## config.mk

```make
export PLATFORM = sky130hd
export DESIGN_NAME = matrix_control_top
export DESIGN_NICKNAME = d
export VERILOG_FILES = /design/src/source/matrix_ctrl_pkg.sv /design/src/source/command_decoder.sv /design/src/source/arg_collector.sv /design/src/source/display_settings.sv /design/src/source/frame_ram_writer.sv /design/src/source/matrix_control_top.sv
export SDC_FILE = /design/constraint.sdc
export NUM_CORES = 1
export LEC_CHECK = 0
export ABC_AREA = 1
export BUFFER_PORTS_ARGS = -buffer_cell sky130_fd_sc_hd__buf_4
export CORE_ASPECT_RATIO = 1.5
export CORE_MARGIN = 3
export CORE_UTILIZATION = 50
export CTS_CLUSTER_DIAMETER = 60
export CTS_CLUSTER_SIZE = 10
export DETAILED_ROUTE_END_ITERATION = 10
export PLACE_DENSITY = 0.68
export SLEW_MARGIN = 20
export SYNTH_ARGS = -nofsm -noshare
export SYNTH_HDL_FRONTEND = slang
export SYNTH_HIERARCHICAL = 1
export SYNTH_SLANG_ARGS = --single-unit
```

## constraint.sdc

```tcl
create_clock -name clk_in -period 3.6 [get_ports clk_in]
set_input_delay 0 -clock clk_in [delete_from_list [all_inputs] [get_ports clk_in]]
set_output_delay 0 -clock clk_in [all_outputs]
set_load 0.005 [all_outputs]
```

## src/source/matrix_ctrl_pkg.sv

```systemverilog
// ~~~~~~~~~~~~~~~~~~~~~~~~~~~~~~~~~~~~~~~~~~~~~~~~~~~~~~~~~~~~
// matrix control package
// panel geometry, payload types and command byte codes
// ~~~~~~~~~~~~~~~~~~~~~~~~~~~~~~~~~~~~~~~~~~~~~~~~~~~~~~~~~~~~
package matrix_ctrl_pkg;

    localparam int unsigned PIXEL_WIDTH = 64;
    localparam int unsigned PIXEL_HEIGHT = 32;
    localparam int unsigned BYTES_PER_PIXEL = 2;

    localparam int unsigned ROW_BITS = $clog2(PIXEL_HEIGHT);
    localparam int unsigned COL_BITS = $clog2(PIXEL_WIDTH);
    localparam int unsigned BYTE_SEL_BITS = $clog2(BYTES_PER_PIXEL);
    localparam int unsigned RAM_ADDR_BITS = ROW_BITS + COL_BITS + BYTE_SEL_BITS;
    localparam int unsigned RAM_WORDS = 1 << RAM_ADDR_BITS;

    localparam int unsigned BRIGHTNESS_LEVELS = 6;

    // byte select is stored inverted, data byte 0 lands on select 1
    typedef struct packed {
        logic [ROW_BITS-1:0] row;
        logic [COL_BITS-1:0] col;
        logic [BYTE_SEL_BITS-1:0] byte_sel;
    } ram_addr_t;

    typedef logic [BRIGHTNESS_LEVELS-1:0] brightness_t;

    typedef struct packed {
        logic [8-BRIGHTNESS_LEVELS-1:0] spare;
        brightness_t planes;
    } brightness_arg_t;

    // first argument byte sits in the top field
    typedef struct packed {
        logic [7:0] row;
        logic [7:0] col;
        logic [7:0] data0;
        logic [7:0] data1;
    } pixel_arg_t;

    typedef enum logic [2:0] {
        OP_NONE,
        OP_SET_CHANNEL,
        OP_CLEAR_CHANNEL,
        OP_TOGGLE_PLANE,
        OP_PLANES_OFF,
        OP_PLANES_ON
    } settings_op_t;

    localparam logic [7:0] CMD_RED_ON = "R";
    localparam logic [7:0] CMD_RED_OFF = "r";
    localparam logic [7:0] CMD_GREEN_ON = "G";
    localparam logic [7:0] CMD_GREEN_OFF = "g";
    localparam logic [7:0] CMD_BLUE_ON = "B";
    localparam logic [7:0] CMD_BLUE_OFF = "b";
    localparam logic [7:0] CMD_PLANE_FIRST = "1";
    localparam logic [7:0] CMD_PLANE_LAST = "6";
    localparam logic [7:0] CMD_PLANES_OFF = "0";
    localparam logic [7:0] CMD_PLANES_ON = "9";
    localparam logic [7:0] CMD_BRIGHTNESS = "T";
    localparam logic [7:0] CMD_PIXEL = "P";
    localparam logic [7:0] CMD_BLANK = "Z";

endpackage

```

## src/source/command_decoder.sv

```systemverilog
// ~~~~~~~~~~~~~~~~~~~~~~~~~~~~~~~~~~~~~~~~~~~~~~~~~~~~~~~~~~~~
// command decoder
// captures accepted bytes and dispatches them to the stages
// ~~~~~~~~~~~~~~~~~~~~~~~~~~~~~~~~~~~~~~~~~~~~~~~~~~~~~~~~~~~~
module command_decoder (
    input  logic                          clk_in,
    input  logic                          reset,
    input  logic [7:0]                    data_rx,
    input  logic                          data_ready_n,
    output logic                          ready_for_data,
    output logic                          busy,
    output matrix_ctrl_pkg::settings_op_t settings_op,
    output logic [2:0]                    settings_index,
    output logic [7:0]                    arg_byte,
    output logic                          arg_valid_bright,
    output logic                          arg_valid_pixel,
    output logic                          blank_start,
    input  logic                          blank_done
);
    typedef enum logic [1:0] {
        ST_IDLE,
        ST_BRIGHT_ARG,
        ST_PIXEL_ARG,
        ST_BLANK_WAIT
    } state_t;

    state_t state;
    logic accept;
    logic [7:0] byte_q;
    logic byte_valid;
    logic blank_pending;
    logic [1:0] pixel_count;
    matrix_ctrl_pkg::settings_op_t dec_op;
    logic [2:0] dec_index;

    assign accept = ~data_ready_n && ready_for_data;

    // a captured Z stalls the source before the state catches up
    assign blank_pending = byte_valid && (state == ST_IDLE) && (byte_q == matrix_ctrl_pkg::CMD_BLANK);
    assign ready_for_data = ~((state == ST_BLANK_WAIT) || blank_pending);
    assign busy = (state != ST_IDLE) || blank_pending;

    always_ff @(posedge clk_in) begin
        if (reset) begin
            byte_valid <= 1'b0;
        end else begin
            byte_valid <= accept;
        end
    end

    always_ff @(posedge clk_in) begin
        if (accept) begin
            byte_q <= data_rx;
        end
    end

    // one-byte commands
    always_comb begin
        dec_op = matrix_ctrl_pkg::OP_NONE;
        dec_index = 3'd0;
        case (byte_q) inside
            matrix_ctrl_pkg::CMD_RED_ON: begin
                dec_op = matrix_ctrl_pkg::OP_SET_CHANNEL;
                dec_index = 3'd0;
            end
            matrix_ctrl_pkg::CMD_RED_OFF: begin
                dec_op = matrix_ctrl_pkg::OP_CLEAR_CHANNEL;
                dec_index = 3'd0;
            end
            matrix_ctrl_pkg::CMD_GREEN_ON: begin
                dec_op = matrix_ctrl_pkg::OP_SET_CHANNEL;
                dec_index = 3'd1;
            end
            matrix_ctrl_pkg::CMD_GREEN_OFF: begin
                dec_op = matrix_ctrl_pkg::OP_CLEAR_CHANNEL;
                dec_index = 3'd1;
            end
            matrix_ctrl_pkg::CMD_BLUE_ON: begin
                dec_op = matrix_ctrl_pkg::OP_SET_CHANNEL;
                dec_index = 3'd2;
            end
            matrix_ctrl_pkg::CMD_BLUE_OFF: begin
                dec_op = matrix_ctrl_pkg::OP_CLEAR_CHANNEL;
                dec_index = 3'd2;
            end
            [matrix_ctrl_pkg::CMD_PLANE_FIRST:matrix_ctrl_pkg::CMD_PLANE_LAST]: begin
                dec_op = matrix_ctrl_pkg::OP_TOGGLE_PLANE;
                dec_index = 3'(byte_q - matrix_ctrl_pkg::CMD_PLANE_FIRST);
            end
            matrix_ctrl_pkg::CMD_PLANES_OFF: dec_op = matrix_ctrl_pkg::OP_PLANES_OFF;
            matrix_ctrl_pkg::CMD_PLANES_ON: dec_op = matrix_ctrl_pkg::OP_PLANES_ON;
            default: dec_op = matrix_ctrl_pkg::OP_NONE;
        endcase
    end

    always_ff @(posedge clk_in) begin
        if (byte_valid) begin
            arg_byte <= byte_q;
            settings_index <= dec_index;
        end
    end

    always_ff @(posedge clk_in) begin
        if (reset) begin
            state <= ST_IDLE;
            pixel_count <= 2'd0;
            settings_op <= matrix_ctrl_pkg::OP_NONE;
            arg_valid_bright <= 1'b0;
            arg_valid_pixel <= 1'b0;
            blank_start <= 1'b0;
        end else begin
            settings_op <= matrix_ctrl_pkg::OP_NONE;
            arg_valid_bright <= 1'b0;
            arg_valid_pixel <= 1'b0;
            blank_start <= 1'b0;
            case (state)
                ST_IDLE: begin
                    if (byte_valid) begin
                        settings_op <= dec_op;
                        if (byte_q == matrix_ctrl_pkg::CMD_BRIGHTNESS) begin
                            state <= ST_BRIGHT_ARG;
                        end else if (byte_q == matrix_ctrl_pkg::CMD_PIXEL) begin
                            state <= ST_PIXEL_ARG;
                        end else if (byte_q == matrix_ctrl_pkg::CMD_BLANK) begin
                            state <= ST_BLANK_WAIT;
                            blank_start <= 1'b1;
                        end
                    end
                end
                ST_BRIGHT_ARG: begin
                    if (byte_valid) begin
                        arg_valid_bright <= 1'b1;
                        state <= ST_IDLE;
                    end
                end
                ST_PIXEL_ARG: begin
                    if (byte_valid) begin
                        arg_valid_pixel <= 1'b1;
                        pixel_count <= pixel_count + 2'd1;
                        // row, column and both data bytes
                        if (pixel_count == 2'($bits(matrix_ctrl_pkg::pixel_arg_t) / 8 - 1)) begin
                            pixel_count <= 2'd0;
                            state <= ST_IDLE;
                        end
                    end
                end
                ST_BLANK_WAIT: begin
                    if (blank_done) begin
                        state <= ST_IDLE;
                    end
                end
                default: state <= ST_IDLE;
            endcase
        end
    end

endmodule

```

## src/source/arg_collector.sv

```systemverilog
// ~~~~~~~~~~~~~~~~~~~~~~~~~~~~~~~~~~~~~~~~~~~~~~~~~~~~~~~~~~~~
// argument collector
// shifts argument bytes into one payload of any byte width
// ~~~~~~~~~~~~~~~~~~~~~~~~~~~~~~~~~~~~~~~~~~~~~~~~~~~~~~~~~~~~
module arg_collector #(
    parameter type payload_t = logic [7:0]
) (
    input  logic       clk_in,
    input  logic       reset,
    input  logic [7:0] arg_byte,
    input  logic       arg_valid,
    output payload_t   payload,
    output logic       payload_valid
);
    localparam int unsigned PAYLOAD_BITS = $bits(payload_t);
    localparam int unsigned NUM_BYTES = PAYLOAD_BITS / 8;
    localparam int unsigned COUNT_BITS = (NUM_BYTES > 1) ? $clog2(NUM_BYTES) : 1;

    logic [PAYLOAD_BITS-1:0] shift_q;
    logic [COUNT_BITS-1:0] count;

    assign payload = payload_t'(shift_q);

    // earliest byte ends up in the top field
    always_ff @(posedge clk_in) begin
        if (arg_valid) begin
            shift_q <= (shift_q << 8) | PAYLOAD_BITS'(arg_byte);
        end
    end

    always_ff @(posedge clk_in) begin
        if (reset) begin
            count <= '0;
            payload_valid <= 1'b0;
        end else begin
            payload_valid <= 1'b0;
            if (arg_valid) begin
                if (count == COUNT_BITS'(NUM_BYTES - 1)) begin
                    count <= '0;
                    payload_valid <= 1'b1;
                end else begin
                    count <= count + 1'b1;
                end
            end
        end
    end

endmodule

```

## src/source/display_settings.sv

```systemverilog
// ~~~~~~~~~~~~~~~~~~~~~~~~~~~~~~~~~~~~~~~~~~~~~~~~~~~~~~~~~~~~
// display settings
// colour channel enables and brightness plane enables
// ~~~~~~~~~~~~~~~~~~~~~~~~~~~~~~~~~~~~~~~~~~~~~~~~~~~~~~~~~~~~
module display_settings (
    input  logic                             clk_in,
    input  logic                             reset,
    input  matrix_ctrl_pkg::settings_op_t    settings_op,
    input  logic [2:0]                       settings_index,
    input  matrix_ctrl_pkg::brightness_arg_t payload,
    input  logic                             payload_valid,
    output logic [2:0]                       rgb_enable,
    output matrix_ctrl_pkg::brightness_t     brightness_enable
);
    logic [2:0] plane_sel;
    matrix_ctrl_pkg::brightness_t planes_base;
    matrix_ctrl_pkg::brightness_t planes_next;

    // "1" maps to the top plane
    assign plane_sel = 3'(matrix_ctrl_pkg::BRIGHTNESS_LEVELS - 1) - settings_index;

    // a T load and a following one-byte op can land on the same edge,
    // the op is applied on top of the loaded planes
    always_comb begin
        planes_base = payload_valid ? payload.planes : brightness_enable;
        planes_next = planes_base;
        case (settings_op)
            matrix_ctrl_pkg::OP_TOGGLE_PLANE: planes_next[plane_sel] = ~planes_base[plane_sel];
            matrix_ctrl_pkg::OP_PLANES_OFF: planes_next = '0;
            matrix_ctrl_pkg::OP_PLANES_ON: planes_next = '1;
            default: planes_next = planes_base;
        endcase
    end

    always_ff @(posedge clk_in) begin
        if (reset) begin
            rgb_enable <= 3'b111;
            brightness_enable <= '1;
        end else begin
            brightness_enable <= planes_next;
            case (settings_op)
                matrix_ctrl_pkg::OP_SET_CHANNEL: rgb_enable[settings_index[1:0]] <= 1'b1;
                matrix_ctrl_pkg::OP_CLEAR_CHANNEL: rgb_enable[settings_index[1:0]] <= 1'b0;
                default: rgb_enable <= rgb_enable;
            endcase
        end
    end

endmodule

```

## src/source/frame_ram_writer.sv

```systemverilog
// ~~~~~~~~~~~~~~~~~~~~~~~~~~~~~~~~~~~~~~~~~~~~~~~~~~~~~~~~~~~~
// frame RAM writer
// pixel writes and the blank sweep onto one write port
// ~~~~~~~~~~~~~~~~~~~~~~~~~~~~~~~~~~~~~~~~~~~~~~~~~~~~~~~~~~~~
module frame_ram_writer (
    input  logic                          clk_in,
    input  logic                          reset,
    input  matrix_ctrl_pkg::pixel_arg_t   payload,
    input  logic                          payload_valid,
    input  logic                          blank_start,
    output matrix_ctrl_pkg::ram_addr_t    ram_address,
    output logic [7:0]                    ram_data_out,
    output logic                          ram_write_enable,
    output logic                          blank_done
);
    matrix_ctrl_pkg::pixel_arg_t pending;
    logic second_phase;
    logic pixel_write;
    logic sweep_active;
    logic sweep_last;
    logic [matrix_ctrl_pkg::RAM_ADDR_BITS-1:0] sweep_addr;

    function automatic matrix_ctrl_pkg::ram_addr_t pixel_addr(
        input logic [7:0] row,
        input logic [7:0] col,
        input logic       byte_idx
    );
        matrix_ctrl_pkg::ram_addr_t addr;
        addr.row = row[matrix_ctrl_pkg::ROW_BITS-1:0];
        addr.col = col[matrix_ctrl_pkg::COL_BITS-1:0];
        addr.byte_sel = ~byte_idx;
        return addr;
    endfunction

    // pixel writes take the port, the sweep holds its place meanwhile
    assign pixel_write = payload_valid || second_phase;
    assign sweep_last = sweep_addr == matrix_ctrl_pkg::RAM_ADDR_BITS'(matrix_ctrl_pkg::RAM_WORDS - 1);

    always_ff @(posedge clk_in) begin
        if (payload_valid) begin
            pending <= payload;
            ram_address <= pixel_addr(payload.row, payload.col, 1'b0);
            ram_data_out <= payload.data0;
        end else if (second_phase) begin
            ram_address <= pixel_addr(pending.row, pending.col, 1'b1);
            ram_data_out <= pending.data1;
        end else if (sweep_active) begin
            ram_address <= matrix_ctrl_pkg::ram_addr_t'(sweep_addr);
            ram_data_out <= 8'd0;
        end
        if (blank_start) begin
            sweep_addr <= '0;
        end else if (sweep_active && !pixel_write) begin
            sweep_addr <= sweep_addr + 1'b1;
        end
    end

    always_ff @(posedge clk_in) begin
        if (reset) begin
            ram_write_enable <= 1'b0;
            second_phase <= 1'b0;
            sweep_active <= 1'b0;
            blank_done <= 1'b0;
        end else begin
            ram_write_enable <= pixel_write || sweep_active;
            second_phase <= payload_valid;
            blank_done <= 1'b0;
            if (blank_start) begin
                sweep_active <= 1'b1;
            end else if (sweep_active && !pixel_write && sweep_last) begin
                // done goes out with the last sweep write
                sweep_active <= 1'b0;
                blank_done <= 1'b1;
            end
        end
    end

endmodule

```

## src/source/matrix_control_top.sv

```systemverilog
// ~~~~~~~~~~~~~~~~~~~~~~~~~~~~~~~~~~~~~~~~~~~~~~~~~~~~~~~~~~~~
// LED matrix control top level
// decoder, argument collectors, settings and RAM writer
// ~~~~~~~~~~~~~~~~~~~~~~~~~~~~~~~~~~~~~~~~~~~~~~~~~~~~~~~~~~~~
module matrix_control_top (
    input  logic                         clk_in,
    input  logic                         reset,
    input  logic [7:0]                   data_rx,
    input  logic                         data_ready_n,
    output logic [2:0]                   rgb_enable,
    output matrix_ctrl_pkg::brightness_t brightness_enable,
    output matrix_ctrl_pkg::ram_addr_t   ram_address,
    output logic [7:0]                   ram_data_out,
    output logic                         ram_write_enable,
    output logic                         ready_for_data,
    output logic                         busy
);
    matrix_ctrl_pkg::settings_op_t settings_op;
    logic [2:0] settings_index;
    logic [7:0] arg_byte;
    logic arg_valid_bright;
    logic arg_valid_pixel;
    logic blank_start;
    logic blank_done;
    matrix_ctrl_pkg::brightness_arg_t bright_payload;
    logic bright_payload_valid;
    matrix_ctrl_pkg::pixel_arg_t pixel_payload;
    logic pixel_payload_valid;

    command_decoder i_decoder (
        .clk_in          (clk_in),
        .reset           (reset),
        .data_rx         (data_rx),
        .data_ready_n    (data_ready_n),
        .ready_for_data  (ready_for_data),
        .busy            (busy),
        .settings_op     (settings_op),
        .settings_index  (settings_index),
        .arg_byte        (arg_byte),
        .arg_valid_bright(arg_valid_bright),
        .arg_valid_pixel (arg_valid_pixel),
        .blank_start     (blank_start),
        .blank_done      (blank_done)
    );

    arg_collector #(
        .payload_t(matrix_ctrl_pkg::brightness_arg_t)
    ) i_bright_collector (
        .clk_in       (clk_in),
        .reset        (reset),
        .arg_byte     (arg_byte),
        .arg_valid    (arg_valid_bright),
        .payload      (bright_payload),
        .payload_valid(bright_payload_valid)
    );

    arg_collector #(
        .payload_t(matrix_ctrl_pkg::pixel_arg_t)
    ) i_pixel_collector (
        .clk_in       (clk_in),
        .reset        (reset),
        .arg_byte     (arg_byte),
        .arg_valid    (arg_valid_pixel),
        .payload      (pixel_payload),
        .payload_valid(pixel_payload_valid)
    );

    display_settings i_settings (
        .clk_in           (clk_in),
        .reset            (reset),
        .settings_op      (settings_op),
        .settings_index   (settings_index),
        .payload          (bright_payload),
        .payload_valid    (bright_payload_valid),
        .rgb_enable       (rgb_enable),
        .brightness_enable(brightness_enable)
    );

    frame_ram_writer i_writer (
        .clk_in          (clk_in),
        .reset           (reset),
        .payload         (pixel_payload),
        .payload_valid   (pixel_payload_valid),
        .blank_start     (blank_start),
        .ram_address     (ram_address),
        .ram_data_out    (ram_data_out),
        .ram_write_enable(ram_write_enable),
        .blank_done      (blank_done)
    );

endmodule

```

# Word level (Yosys, flattened, before mapping)
# Cells that the tools add are included.
# Widths: inputs -> output; s select.
dict set report word_totals {
  ff_bits 134
  out_inout_bits 32
  wordCells 170
}
dict set report classes {
  addsub 6
  magnitude_cmp 6
  n_eq_ne 28
  muxes 49
  n_bitwise 14
  n_reduce_logical 33
}
# cell count
set ops {}
lappend ops {{$eq 8x7->1 const B} 9}
lappend ops {{$mux 2} 19}
lappend ops {{$mux 12} 3}
lappend ops {{$or 29x8->29} 1}
lappend ops {{$mux 8} 3}
lappend ops {{$pmux 6 s3} 1}
lappend ops {{$eq 8x6->1 const B} 2}
lappend ops {{$mux 1} 14}
lappend ops {{$add 12x1->12 const B} 1}
lappend ops {{$eq 12x12->1 const B} 1}
lappend ops {{$reduce_or 2->1} 6}
lappend ops {{$ne 2x1->1 const B} 5}
lappend ops {{$not 1->1} 10}
lappend ops {{$reduce_or 10->1} 1}
lappend ops {{$eq 2x2->1 const B} 4}
lappend ops {{$ge 8x6->1 const B} 1}
lappend ops {{$le 8x6->1 const B} 1}
lappend ops {{$logic_and 1x1->1} 8}
lappend ops {{$pmux 2 s4} 1}
lappend ops {{$reduce_bool 2->1} 4}
lappend ops {{$reduce_or 4->1} 2}
lappend ops {{$reduce_or 7->1} 1}
lappend ops {{$bwmux 6} 1}
lappend ops {{$eq 3x2->1 const B} 2}
lappend ops {{29 further kinds} 35}

# Logic depth before layout (Yosys ltp)
# Gate-level depths: netlist of the first run.
dict set report logic_depth {
  depth_word 10
  depth_mapped 10
}

# By module
# Netlist of the first run, hierarchy kept.
# module instances cells_per_inst area_each_um2 seq_area_each_um2
set modules_own_cells {}
lappend modules_own_cells {frame_ram_writer 1 196 2178.3 1481.4}
lappend modules_own_cells {command_decoder 1 146 1383.8 790.8}
lappend modules_own_cells {{arg_collector at i_pixel_collector} 1 48 1091.0 1021.0}
lappend modules_own_cells {display_settings 1 114 659.4 180.2}
lappend modules_own_cells {{arg_collector at i_bright_collector} 1 11 270.3 260.2}

# Least setup slack after synthesis of the first run
# Ideal clock, no wire load.
dict set report synth_path {
  path_kind {reg-to-reg}
  startpoint {reg i_decoder.byte_q[0]}
  endpoint {reg i_decoder.byte_q[0] (enable)}
  setup_time_ps 371
  t_arrival_ps 1383
  setup_slack_ps 1846
  path_stages_with_launch 8
  path_buffers 0
  synth_period_minus_slack_ps 1754
  cell_sequence {edfxtp_1 inv_1 ha_1 inv_1 nor2_2 nand4_1 nand2_1 nor2_1}
}
dict set report synth_via {
  elab_chain_len 5
}
# element line
set synth_lines {}
lappend synth_lines {{start, declared} command_decoder.sv:29} ;# logic [7:0] byte_q;
lappend synth_lines {{start signal, assigned} command_decoder.sv:53} ;# byte_q <= data_rx;
lappend synth_lines {{$eq 8x7->1} command_decoder.sv:39} ;# assign blank_pending = byte_valid && (state == ST_IDLE) && (byte_q == matrix_ctrl_pkg::CMD_BLANK);
lappend synth_lines {{$logic_and 1x1->1} command_decoder.sv:39}
lappend synth_lines {{$logic_or 1x1->1} command_decoder.sv:40} ;# assign ready_for_data = ~((state == ST_BLANK_WAIT) || blank_pending);
lappend synth_lines {{$not 1->1} command_decoder.sv:40}
lappend synth_lines {{$logic_and 1x1->1} command_decoder.sv:36} ;# assign accept = ~data_ready_n && ready_for_data;
lappend synth_lines {{named net i_decoder.accept} command_decoder.sv:28} ;# logic accept;
# The timed path passes the listed nets, and every way through them passes these cells.
# A chain may end at the register's enable or synchronous reset.

# Final worst setup path of the first run
dict set report layout_path {
  startpoint {reg i_decoder.byte_q[0]}
  endpoint {reg i_decoder.byte_valid}
}
dict set report layout_via {
  elab_chain_len 5
}
# element line
set layout_lines {}
lappend layout_lines {{$eq 8x7->1} command_decoder.sv:39}
lappend layout_lines {{$logic_and 1x1->1} command_decoder.sv:39}
lappend layout_lines {{$logic_or 1x1->1} command_decoder.sv:40}
lappend layout_lines {{$not 1->1} command_decoder.sv:40}
lappend layout_lines {{$logic_and 1x1->1} command_decoder.sv:36}
lappend layout_lines {{end signal, assigned} command_decoder.sv:47} ;# byte_valid <= accept;
lappend layout_lines {{end, declared} command_decoder.sv:30} ;# logic byte_valid;
# Every way passes these cells.

==> results of run 1 <==
-- state kept, by name (all words and copies together) (netlist names), 2 cells and up, named ones only --
name	count
i_writer/ram_data_out	8
i_decoder/settings_index	3
i_decoder/arg_byte	8
i_decoder/state	2
i_writer/pending	19
i_decoder/pixel_count	2
i_writer/sweep_addr	12
i_pixel_collector/payload	27
i_pixel_collector/count	2
i_decoder/settings_op	3
i_writer/ram_address	12
i_bright_collector/payload	6
i_settings/brightness_enable	6
i_decoder/byte_q	8
-- critical path: stages, from the launching register on --
cell and delay [ps]:
edfxtp_1 460, inv_1 140, ha_1 200, inv_1 100, nor2_2 150, nand4_1 130
nand2_1 150, nor3_1 50, dlygate4sd3_1 560
-- path summary, 6_finish.rpt --
kind	to	slack, ps	cells after the start
hold reg to reg	i_pixel_collector/payload[6]	420	0
setup reg to reg	i_decoder/byte_valid	1560	8
setup / recovery	i_decoder/byte_valid	1560	8
hold / removal	i_decoder/byte_q[4]	310	2
-- per-layer routing --
metal  global-route usage  wire, um  vias to the layer above
met2               0.3442      5953                       74
met5                    0         0                        -
li1                     -         -                     1839
met4              0.08688       205                        0
met3              0.04494       292                       18
met1               0.1667      3794                     1722
-- power by group --
part / internal (W) / switching [W] / total, W / leakage (nW)
clock network: 0.000895 / 0.000655 / 0.00155 / 0.258
logic: 0.0000432 / 0.0000571 / 0.000100 / 1.22
registers: 0.00162 / 0.0000220 / 0.00164 / 1.16
total: 0.00256 / 0.000734 / 0.00329 / 2.64
-- layout by cell type, fill, tap and decap left out, types with 4 or more instances in the layout --
cell type,n
a21oi_1,15
o211ai_1,8
nand2_2,6
nand3_1,19
a22o_1,8
inv_1,53
inv_6,4
clkinvlp_4,4
nor2_4,6
nand3_2,4
nor2_1,58
nor3_1,9
buf_4,44
o21ai_0,8
nor2_2,5
ha_1,11
nand2_1,132
dfxtp_1,41
dlygate4sd3_1,11
edfxtp_1,90
clkbuf_16,17
inv_2,7
-- repair_timing --
item	4_1_cts	5_1_grt
resized for setup	0	0
endpoints found under the hold margin	18	0
buffers inserted	0	0
hold buffers	11	0
-- per-stage QoR --
stage                     instance area, um^2  hold slack [ps]  cells  power, W    util
after global routing                     6510            297.3    731  0.003413  0.6318
after global placement                   5852            178.1    688  0.001763  0.5679
after floorplan                          5373            66.87    508  0.001729       -
final                                    6510            309.7    731  0.003295  0.6318
after CTS                                6510            289.4    731  0.003330  0.6318
after detailed placement                 5852            175.9    688  0.001766  0.5679
-- layout make-up --
| type | count | area (um^2) |
|---|---|---|
| tap | 141 | 176.4 |
| multi-input combinational | 312 | 1597 |
| sequential | 131 | 3523 |
| timing repair buffer | 55 | 440.4 |
| clock inverter | 15 | 122.6 |
| inverter | 60 | 225.2 |
| clock buffer | 17 | 425.4 |
| fill | 850 | 3794 |
==> impl_results.md, run 1 <==
* Die ar. at 12050 um^2
* CTS H-tree lvls at 4
* Hold Fails Final Rpt at 0
* Vias per std cell at 4.997
* Pins Over Slew Limit at 0
* Largest net degree at the start of global routing at 40
* Clk Latency, worst-skew pair at 410 ps
* Slew Limit Headroom at 0.3576
* Final setup violation count at 0
* RSZ-0062 raised after global routing: no
* Startpoint Class: register
* Fin crit share at 0.5677
* DRC viols at 0
* WP data required at 3890 ps
* Worst Tran Pin Value at 962.3 ps
* First-pass GRT wire length at 16220 um
* N_diodes at 0
* Worst-path clk slew at roughly 60 ps
* Type of the most critical hold path: in -> reg
* CP max FO at 5
* Fmax at 489.3 MHz
* Max clock buf depth at 2
* Post-synthesis cell count at roughly 510
* Setup_tns at 0 ps
* Clock sink count at 131
* Total GRT Usage at 0.1767
* Layout cells sized above 1 at 0.1864
* Pre-CTS setup slack at 1573 ps
* Hpwl dp at 7260 um
* Power density over the cells at 506.1 nW/um^2
* DIE HEIGHT at approximately 130 um
* VDD IR max at 0.3457 mV
* Mapped Area at 5373 um^2
* Core Rows at 45
* Initial antenna violation count at 0
* Port bufs at 42
* Routed WL per cell at approximately 14 um
* HP Start: data_rx[4]
* Leakage at about 2.6 nW
* Nets at approximately 600
* Layout Skew at 8.708 ps
* Via total after detailed routing at 3653
* Vias in the first global route at approximately 3500
* Initial Util at 0.5214
* Iteration-0 DRC Markers at 182
* Yosys warns at 6
* Reg-to-Reg Start: i_decoder/byte_q[0]
* Max cap viols at 0
* Core area at ~10000 um^2
* Clk root buf: clkbuf_16
* Top Ports at between 40 and 50
* Post-Synthesis Net Count at 530
* Inserted Clock Buffers at 17
* Routability cong. at 0.9028
* Synth-to-layout area growth at 21.17%
* ANT nets after route at 0
* Start point of the critical path: i_decoder/byte_q[0]
* Arrival @ worst endpoint at 2340 ps
* Crit path kind: reg -> reg
* TritonRoute pass-1 iters at 4
* Critical Path Sink Type: register
* Post-synthesis average cell area at 10.58 um^2
* Horiz. Die Dim at 90.64 um
* Min cycle time layout at 2044 ps
* Final worst setup slack at between 1500 and 2000 ps
* Drt total wl at 10250 um
* CTS tree: yes
* Run status: finished clean
* Global route overflow at 0
(Power assumes the default switching activity.)
==> inputs of run 2 (changes only) <==
ABC_AREA = 0   (was 1)
clock period = 2.05 ns   (was 3.6 ns; I/O delays follow)
==> impl_results.md, run 2 <==
* Total GRT Usage at 0.1773 (was 0.1767)
* WP data required at 2050 ps (was 3890 ps)
* DIE HEIGHT at 133.7 um (was 133.0 um)
* Start point of the critical path: i_decoder/byte_q[0] (unchanged)
* Clk root buf: clkbuf_16 (unchanged)
* Slowest CP cell: edfxtp_1 (was dlygate4sd3_1)
* Register Area at 3525 um^2 (was 3523 um^2)
* Critical Path Sink Type: output pin (was register)
* Reg-to-Reg Start: i_decoder/byte_q[1] (was i_decoder/byte_q[0])
* Iteration-0 DRC Markers at 149 (was 182)
* Port bufs at 42 (unchanged)
* Routed WL per cell at 16.12 um (was 14.02 um)
* Multi-input combinational cell area at 1772 um^2 (was 1597 um^2)
* CTS H-tree lvls at 4 (unchanged)
* Pre-CTS setup slack at 86.95 ps (was 1573 ps)
* Core Rows at 46 (was 45)
* Fin crit share at 0.9750
* ANT nets after route at 0 (unchanged)
* Fillcell total at 817 (was 850)
* Die ar. at 12190 um^2 (was 12050 um^2)
* Initial antenna violation count at 0 (unchanged)
* Layout Skew at 8.153 ps (was 8.708 ps)
* Hold Fails Final Rpt at 0 (unchanged)
* Inserted Clock Buffers at 17 (unchanged)
* Fmax at 500.3 MHz
* Post-synthesis cell count at 408 (was 508)
* N_diodes at 0 (unchanged)
* TritonRoute pass-1 iters at 4 (unchanged)
* Arrival @ worst endpoint at 2000 ps (was 2340 ps)
* Largest net degree at the start of global routing at 34 (was 40)
* DRC viols at 0 (unchanged)
* Reg2Reg Depth at 5 (was 8)
* Core area at 10590 um^2 (was 10300 um^2)
* CP max FO at 4 (was 5)
* Routability cong. at 0.9112 (was 0.9028)
* Post-synthesis average cell area at 13.33 um^2 (was 10.58 um^2)
* Crit path kind: reg -> out (was reg -> reg)
* VDD IR max at 0.6409 mV (was 0.3457 mV)
* Worst-path clk slew at 60 ps (about the same)
* Clk Latency, worst-skew pair at 410 ps (about the same)
* Vias in the first global route at 3412 (was 3518)
* Hpwl dp at 7439 um (was 7260 um)
* Global route overflow at 0 (unchanged)
* R2R Path End: i_decoder/byte_q[2] (was i_decoder/byte_valid)
* Layout cells sized above 1 at 0.2317 (was 0.1864)
* CP Capture Point: ready_for_data (was i_decoder/byte_valid)
* Slew Limit Headroom at 0.4653 (was 0.3576)
* CP peak stage delay at 390 ps (was 560 ps)
* Pins Over Slew Limit at 0 (unchanged)
* Top Ports at 43 (unchanged)
* Post-Synthesis Net Count at 430 (was 530)
* Yosys warns at 6 (unchanged)
* RSZ-0062 raised after global routing: yes (was no)
* Clock sink count at 131 (unchanged)
* Crit path max-delay family: buffers and inverters (unchanged)
* Total Power at 0.006281 W (was 0.003295 W)
* Leakage at 2.374 nW (was 2.639 nW)
* Max clock buf depth at 2 (unchanged)
* Vias per std cell at 5.381 (was 4.997)
* Most common cell after layout, fill and taps aside: edfxtp_1 (was nand2_1)
* Nets at 502 (was 599)
* CP Depth at 8 (unchanged)
* Initial Util at 0.5135 (was 0.5214)
* Max FFs per register at 27 (unchanged)
* First-pass GRT wire length at 16400 um (was 16220 um)
* Worst Tran Pin Value at 802.1 ps (was 962.3 ps)
* Synth-to-layout area growth at 23.82% (was 21.17%)
* Mapped Area at 5438 um^2 (was 5373 um^2)
* Drt total wl at 10260 um (was 10250 um)
* Min cycle time layout at 1999 ps
* CTS tree: yes (unchanged)
* Type of the most critical hold path: in -> reg (unchanged)
* Power density over the cells at 933.0 nW/um^2 (was 506.1 nW/um^2)
* Via total after detailed routing at 3422 (was 3653)
* Final setup violation count at 0 (unchanged)
* Final worst setup slack at 51.31 ps (was 1556 ps)
* Most frequent cells in the layout: edfxtp_1 (90), buf_4 (63), dfxtp_1 (40), nor2_1 (28), nand2_1 (25) (was nand2_1 (132), edfxtp_1 (90), nor2_1 (58), inv_1 (53), buf_4 (44))
* R2r setup slk at 50 ps (was 1560 ps)
* Worst path bufs/invs at 4 (was 3)
* Horiz. Die Dim at 91.15 um (was 90.64 um)
* Ordered cell list for the critical path: inv_1, ha_1, and3b_1, nand2_1, o41ai_4, buf_4, inv_1, buf_4 (was inv_1, ha_1, inv_1, nor2_2, nand4_1, nand2_1, nor3_1, dlygate4sd3_1)
* Max cap viols at 0 (unchanged)
* Run status: finished clean (unchanged)
* Startpoint Class: register (unchanged)
[run 2: final cells by class]
class,count,share of cell area
Clock buffer,19,0.06430
Multi-Input combinational cell,245,0.2631
Inverter,12,0.006690
Timing Repair Buffer,73,0.08511
Clock inverter,12,0.03048
Sequential cell,131,0.5235
Tap cell,144,0.02676
[run 2: worst register-to-register path: cells and delay by family, from the launching register on]
kind	cells	cell delay, ps
simple gates	3	850
flops	1	440
fa+ha+maj	1	240
compound gates	1	90
[run 2: worst min path at each step]
stage,slack [ps],from,depth (start not counted),endpoint
2_1_floorplan,60,reset,1,i_bright_collector/payload_valid
3_3_place_gp,180,data_rx[3],1,i_decoder/byte_q[3]
3_5_place_dp,180,data_ready_n,2,i_decoder/byte_valid
4_1_cts,280,data_ready_n,3,i_decoder/byte_valid
5_1_grt,300,data_rx[2],2,i_decoder/byte_q[2]
6_report,300,data_ready_n,3,i_decoder/byte_valid
[run 2: stage by stage]
step	utilization	cell area (um^2)	hold WS, ps	std cells	TNS (ps)
after global routing	0.6358	6733	299.4	636	-789.7
after floorplan	-	5438	64.28	408	0
after global placement	0.5643	5976	178.0	595	0
after detailed placement	0.5643	5976	177.1	595	0
after CTS	0.6347	6721	283.0	636	0
final	0.6358	6733	304.3	636	0
[run 2: routing by layer]
layer,routed length [um],GRT usage
met1,3730,0.1714
met4,361,0.1116
met2,5857,0.3281
met3,306,0.04633
met5,0,0
[run 2: repair_timing]
action                                 in CTS  in global routing
buffers inserted                            0                  0
setup endpoints to repair                   1                  9
resized for setup                           1                  1
hold buffers                               10                  0
endpoints found under the hold margin      25                  0
[run 2: power by group]
group          internal [W]  switching [W]  leakage, nW
Sequential          0.00284      0.0000310         1.16
Clock               0.00216        0.00107        0.304
Combinational     0.0000855      0.0000944        0.911
Total               0.00508        0.00120         2.37
==> inputs of run 3 (changes only) <==
CELL_PAD_IN_SITES_DETAIL_PLACEMENT = 1   (was default)
CELL_PAD_IN_SITES_GLOBAL_PLACEMENT = 1   (was default)
CORE_UTILIZATION = 49   (was 50)
PLACE_DENSITY = 0.78   (was 0.68)
==> impl_results.md, run 3 (synthesis results as in run 2) <==
* Initial Util at 0.5079 (was 0.5135)
* Startpoint Class: register (unchanged)
* Critical Path Sink Type: output pin (unchanged)
* Setup_tns at 0 ps (unchanged)
* CP max FO at 4 (unchanged)
* Max clock buf depth at 2 (unchanged)
* N_diodes at 0 (unchanged)
* Leakage at 2.352 nW (was 2.374 nW)
* Fin crit share at 0.9545 (was 0.9750)
* Hpwl dp at 8619 um (was 7439 um)
* DIE HEIGHT at 135.0 um (was 133.7 um)
* Min cycle time layout at 1957 ps (was 1999 ps)
* Type of the most critical hold path: in -> reg (unchanged)
* RSZ-0062 raised after global routing: yes (unchanged)
* Clock sink count at 131 (unchanged)
* ANT nets after route at 0 (unchanged)
* Hold Fails Final Rpt at 0 (unchanged)
* Final core occ at 0.6252 (was 0.6358)
* Vias per std cell at 5.586 (was 5.381)
* CTS H-tree lvls at 4 (unchanged)
* R2R Path End: i_decoder/settings_index[1] (was i_decoder/byte_q[2])
* Routed WL per cell at 20.25 um (was 16.12 um)
* DRC viols at 0 (unchanged)
* TritonRoute pass-1 iters at 5 (was 4)
* Inserted Clock Buffers at 17 (unchanged)
* Layout cells sized above 1 at 0.2439 (was 0.2317)
* Pins Over Slew Limit at 0 (unchanged)
* Crit path kind: reg -> out (unchanged)
* Most frequent cells in the layout: edfxtp_1 (90), buf_4 (62), dfxtp_1 (40), nor2_1 (27), nand2_1 (24) (was edfxtp_1 (90), buf_4 (63), dfxtp_1 (40), nor2_1 (28), nand2_1 (25))
* Slew Limit Headroom at 0.4733 (was 0.4653)
* HP Start: data_rx[3] (was data_ready_n)
* Fillcell total at 1067 (was 817)
* R2r setup slk at 180 ps (was 50 ps)
* CTS tree: yes (unchanged)
* Global route overflow at 0 (unchanged)
* Max FFs per register at 27 (unchanged)
* Clk Latency, worst-skew pair at 410 ps (about the same)
* Fmax at 511.0 MHz (was 500.3 MHz)
* Final setup violation count at 0 (unchanged)
* Horiz. Die Dim at 92.02 um (was 91.15 um)
* Vias in the first global route at 3875 (was 3412)
* Metal-1 WL at 4534 um (was 3730 um)
* VDD IR max at 0.5529 mV (was 0.6409 mV)
* WP data required at 2050 ps (about the same)
* Run status: finished clean (unchanged)
* Worst-path clk slew at 60 ps (about the same)
* Iteration-0 DRC Markers at 201 (was 149)
* Largest net degree at the start of global routing at 52 (was 34)
* Initial antenna violation count at 0 (unchanged)
* Hold Crit Endpoint: i_decoder/byte_q[3] (was i_decoder/byte_valid)
* Crit-path most repeated cell: inv_2
* Port bufs at 42 (unchanged)
* Via total after detailed routing at 3553 (was 3422)
* Synth-to-layout area growth at 23.08% (was 23.82%)
* Power density over the cells at 889.8 nW/um^2 (was 933.0 nW/um^2)
* Routability cong. at 0.8463 (was 0.9112)
* CP peak stage delay at 420 ps (was 390 ps)
* Slowest CP cell: edfxtp_1 (unchanged)
* Die ar. at 12420 um^2 (was 12190 um^2)
* Max cap viols at 0 (unchanged)
* Metal2 WL at 7616 um (was 5857 um)
* First-pass GRT wire length at 20200 um (was 16400 um)
* Layout Skew at 7.585 ps (was 8.153 ps)
* Reg2Reg Depth at 8 (was 5)
* Drt total wl at 12880 um (was 10260 um)
* Arrival @ worst endpoint at 1960 ps (was 2000 ps)
* Total GRT Usage at 0.2183 (was 0.1773)
* Worst Tran Pin Value at 790.0 ps (was 802.1 ps)
* Top Ports at 43 (unchanged)
* Nets at 502 (unchanged)
* Ordered cell list for the critical path: inv_2, ha_4, and3b_2, nand2_4, o41ai_4, buf_4, inv_2, buf_6 (was inv_1, ha_1, and3b_1, nand2_1, o41ai_4, buf_4, inv_1, buf_4)
* Met3 wire len at 368 um (was 306 um)
* WHS Path Cells at 2 (was 3)
* Reg-to-Reg Start: i_decoder/byte_q[0] (was i_decoder/byte_q[1])
* Core area at 10710 um^2 (was 10590 um^2)
* Most common cell after layout, fill and taps aside: edfxtp_1 (unchanged)
* DR top layer: met4 (unchanged)
* Core Rows at 46 (unchanged)
* Clk root buf: clkbuf_16 (unchanged)
run 3: area by class of cell:
type | instances | area [um^2] | area share
repair buffers | 73 | 576.8 | 0.08618
clock buffers | 17 | 425.4 | 0.06356
clock inverters | 14 | 138.9 | 0.02075
inverters | 12 | 45.04 | 0.006730
flip-flops and latches | 131 | 3525 | 0.5266
well taps | 144 | 180.2 | 0.02692
multi-input cells | 245 | 1802 | 0.2692
run 3: metrics by stage:
step / total power, W / hold slack (ps) / instance area (um^2) / worst slack (ps) / cells
after floorplan: 0.003013 / 64.28 / 5438 / 117.6 / 408
after global placement: 0.003089 / 178.3 / 5946 / 120.7 / 591
after detailed placement: 0.003099 / 179.6 / 5946 / 37.41 / 591
after CTS: 0.006002 / 281.0 / 6678 / -10.06 / 636
after global routing: 0.006145 / 305.6 / 6693 / 9.052 / 636
final: 0.005955 / 307.1 / 6693 / 93.19 / 636
run 3: what timing repair did:
| item | CTS | global route |
|---|---|---|
| pin swaps | 2 | 1 |
| hold buffers | 10 | 0 |
| endpoints found under the setup margin | 1 | 10 |
| endpoints found under the hold margin | 12 | 0 |
| resized for setup | 8 | 5 |
| buffers inserted | 4 | 0 |
run 3: critical path, delay by kind of cell (launching register included):
| kind | cells | cell delay, ps |
|---|---|---|
| DFF | 1 | 420 |
| buffers and inverters | 4 | 420 |
| and+or+nand+nor | 2 | 290 |
| AOI/OAI and AO/OA | 1 | 260 |
| adders and majority gates | 1 | 150 |
run 3: worst max-delay path by stage:
stage                                                from                 endpoint  slack, ps  cells past startpoint
final                                 i_decoder/byte_q[0]           ready_for_data         90                      8
after global routing                  i_decoder/byte_q[0]           ready_for_data          9                      8
after CTS                             i_decoder/byte_q[0]           ready_for_data        -10                      8
after detailed placement              i_decoder/byte_q[1]      i_decoder/byte_q[7]         40                      5
after global placement                i_decoder/byte_q[1]      i_decoder/byte_q[3]        120                      5
after floorplan           i_pixel_collector/payload_valid  i_writer/sweep_addr[11]        120                      5
run 3: power breakdown:
group / internal (W) / total [W] / switching (W)
sequential: 0.00284 / 0.00287 / 0.0000350
combinational: 0.0000923 / 0.000198 / 0.000106
clock: 0.00177 / 0.00288 / 0.00111
run 3: per-layer routing:
metal	vias to the layer above	GRT usage
li1	1675	-
met1	1760	0.2077
met2	90	0.4305
met3	28	0.05351
met4	0	0.09835
met5	-	0
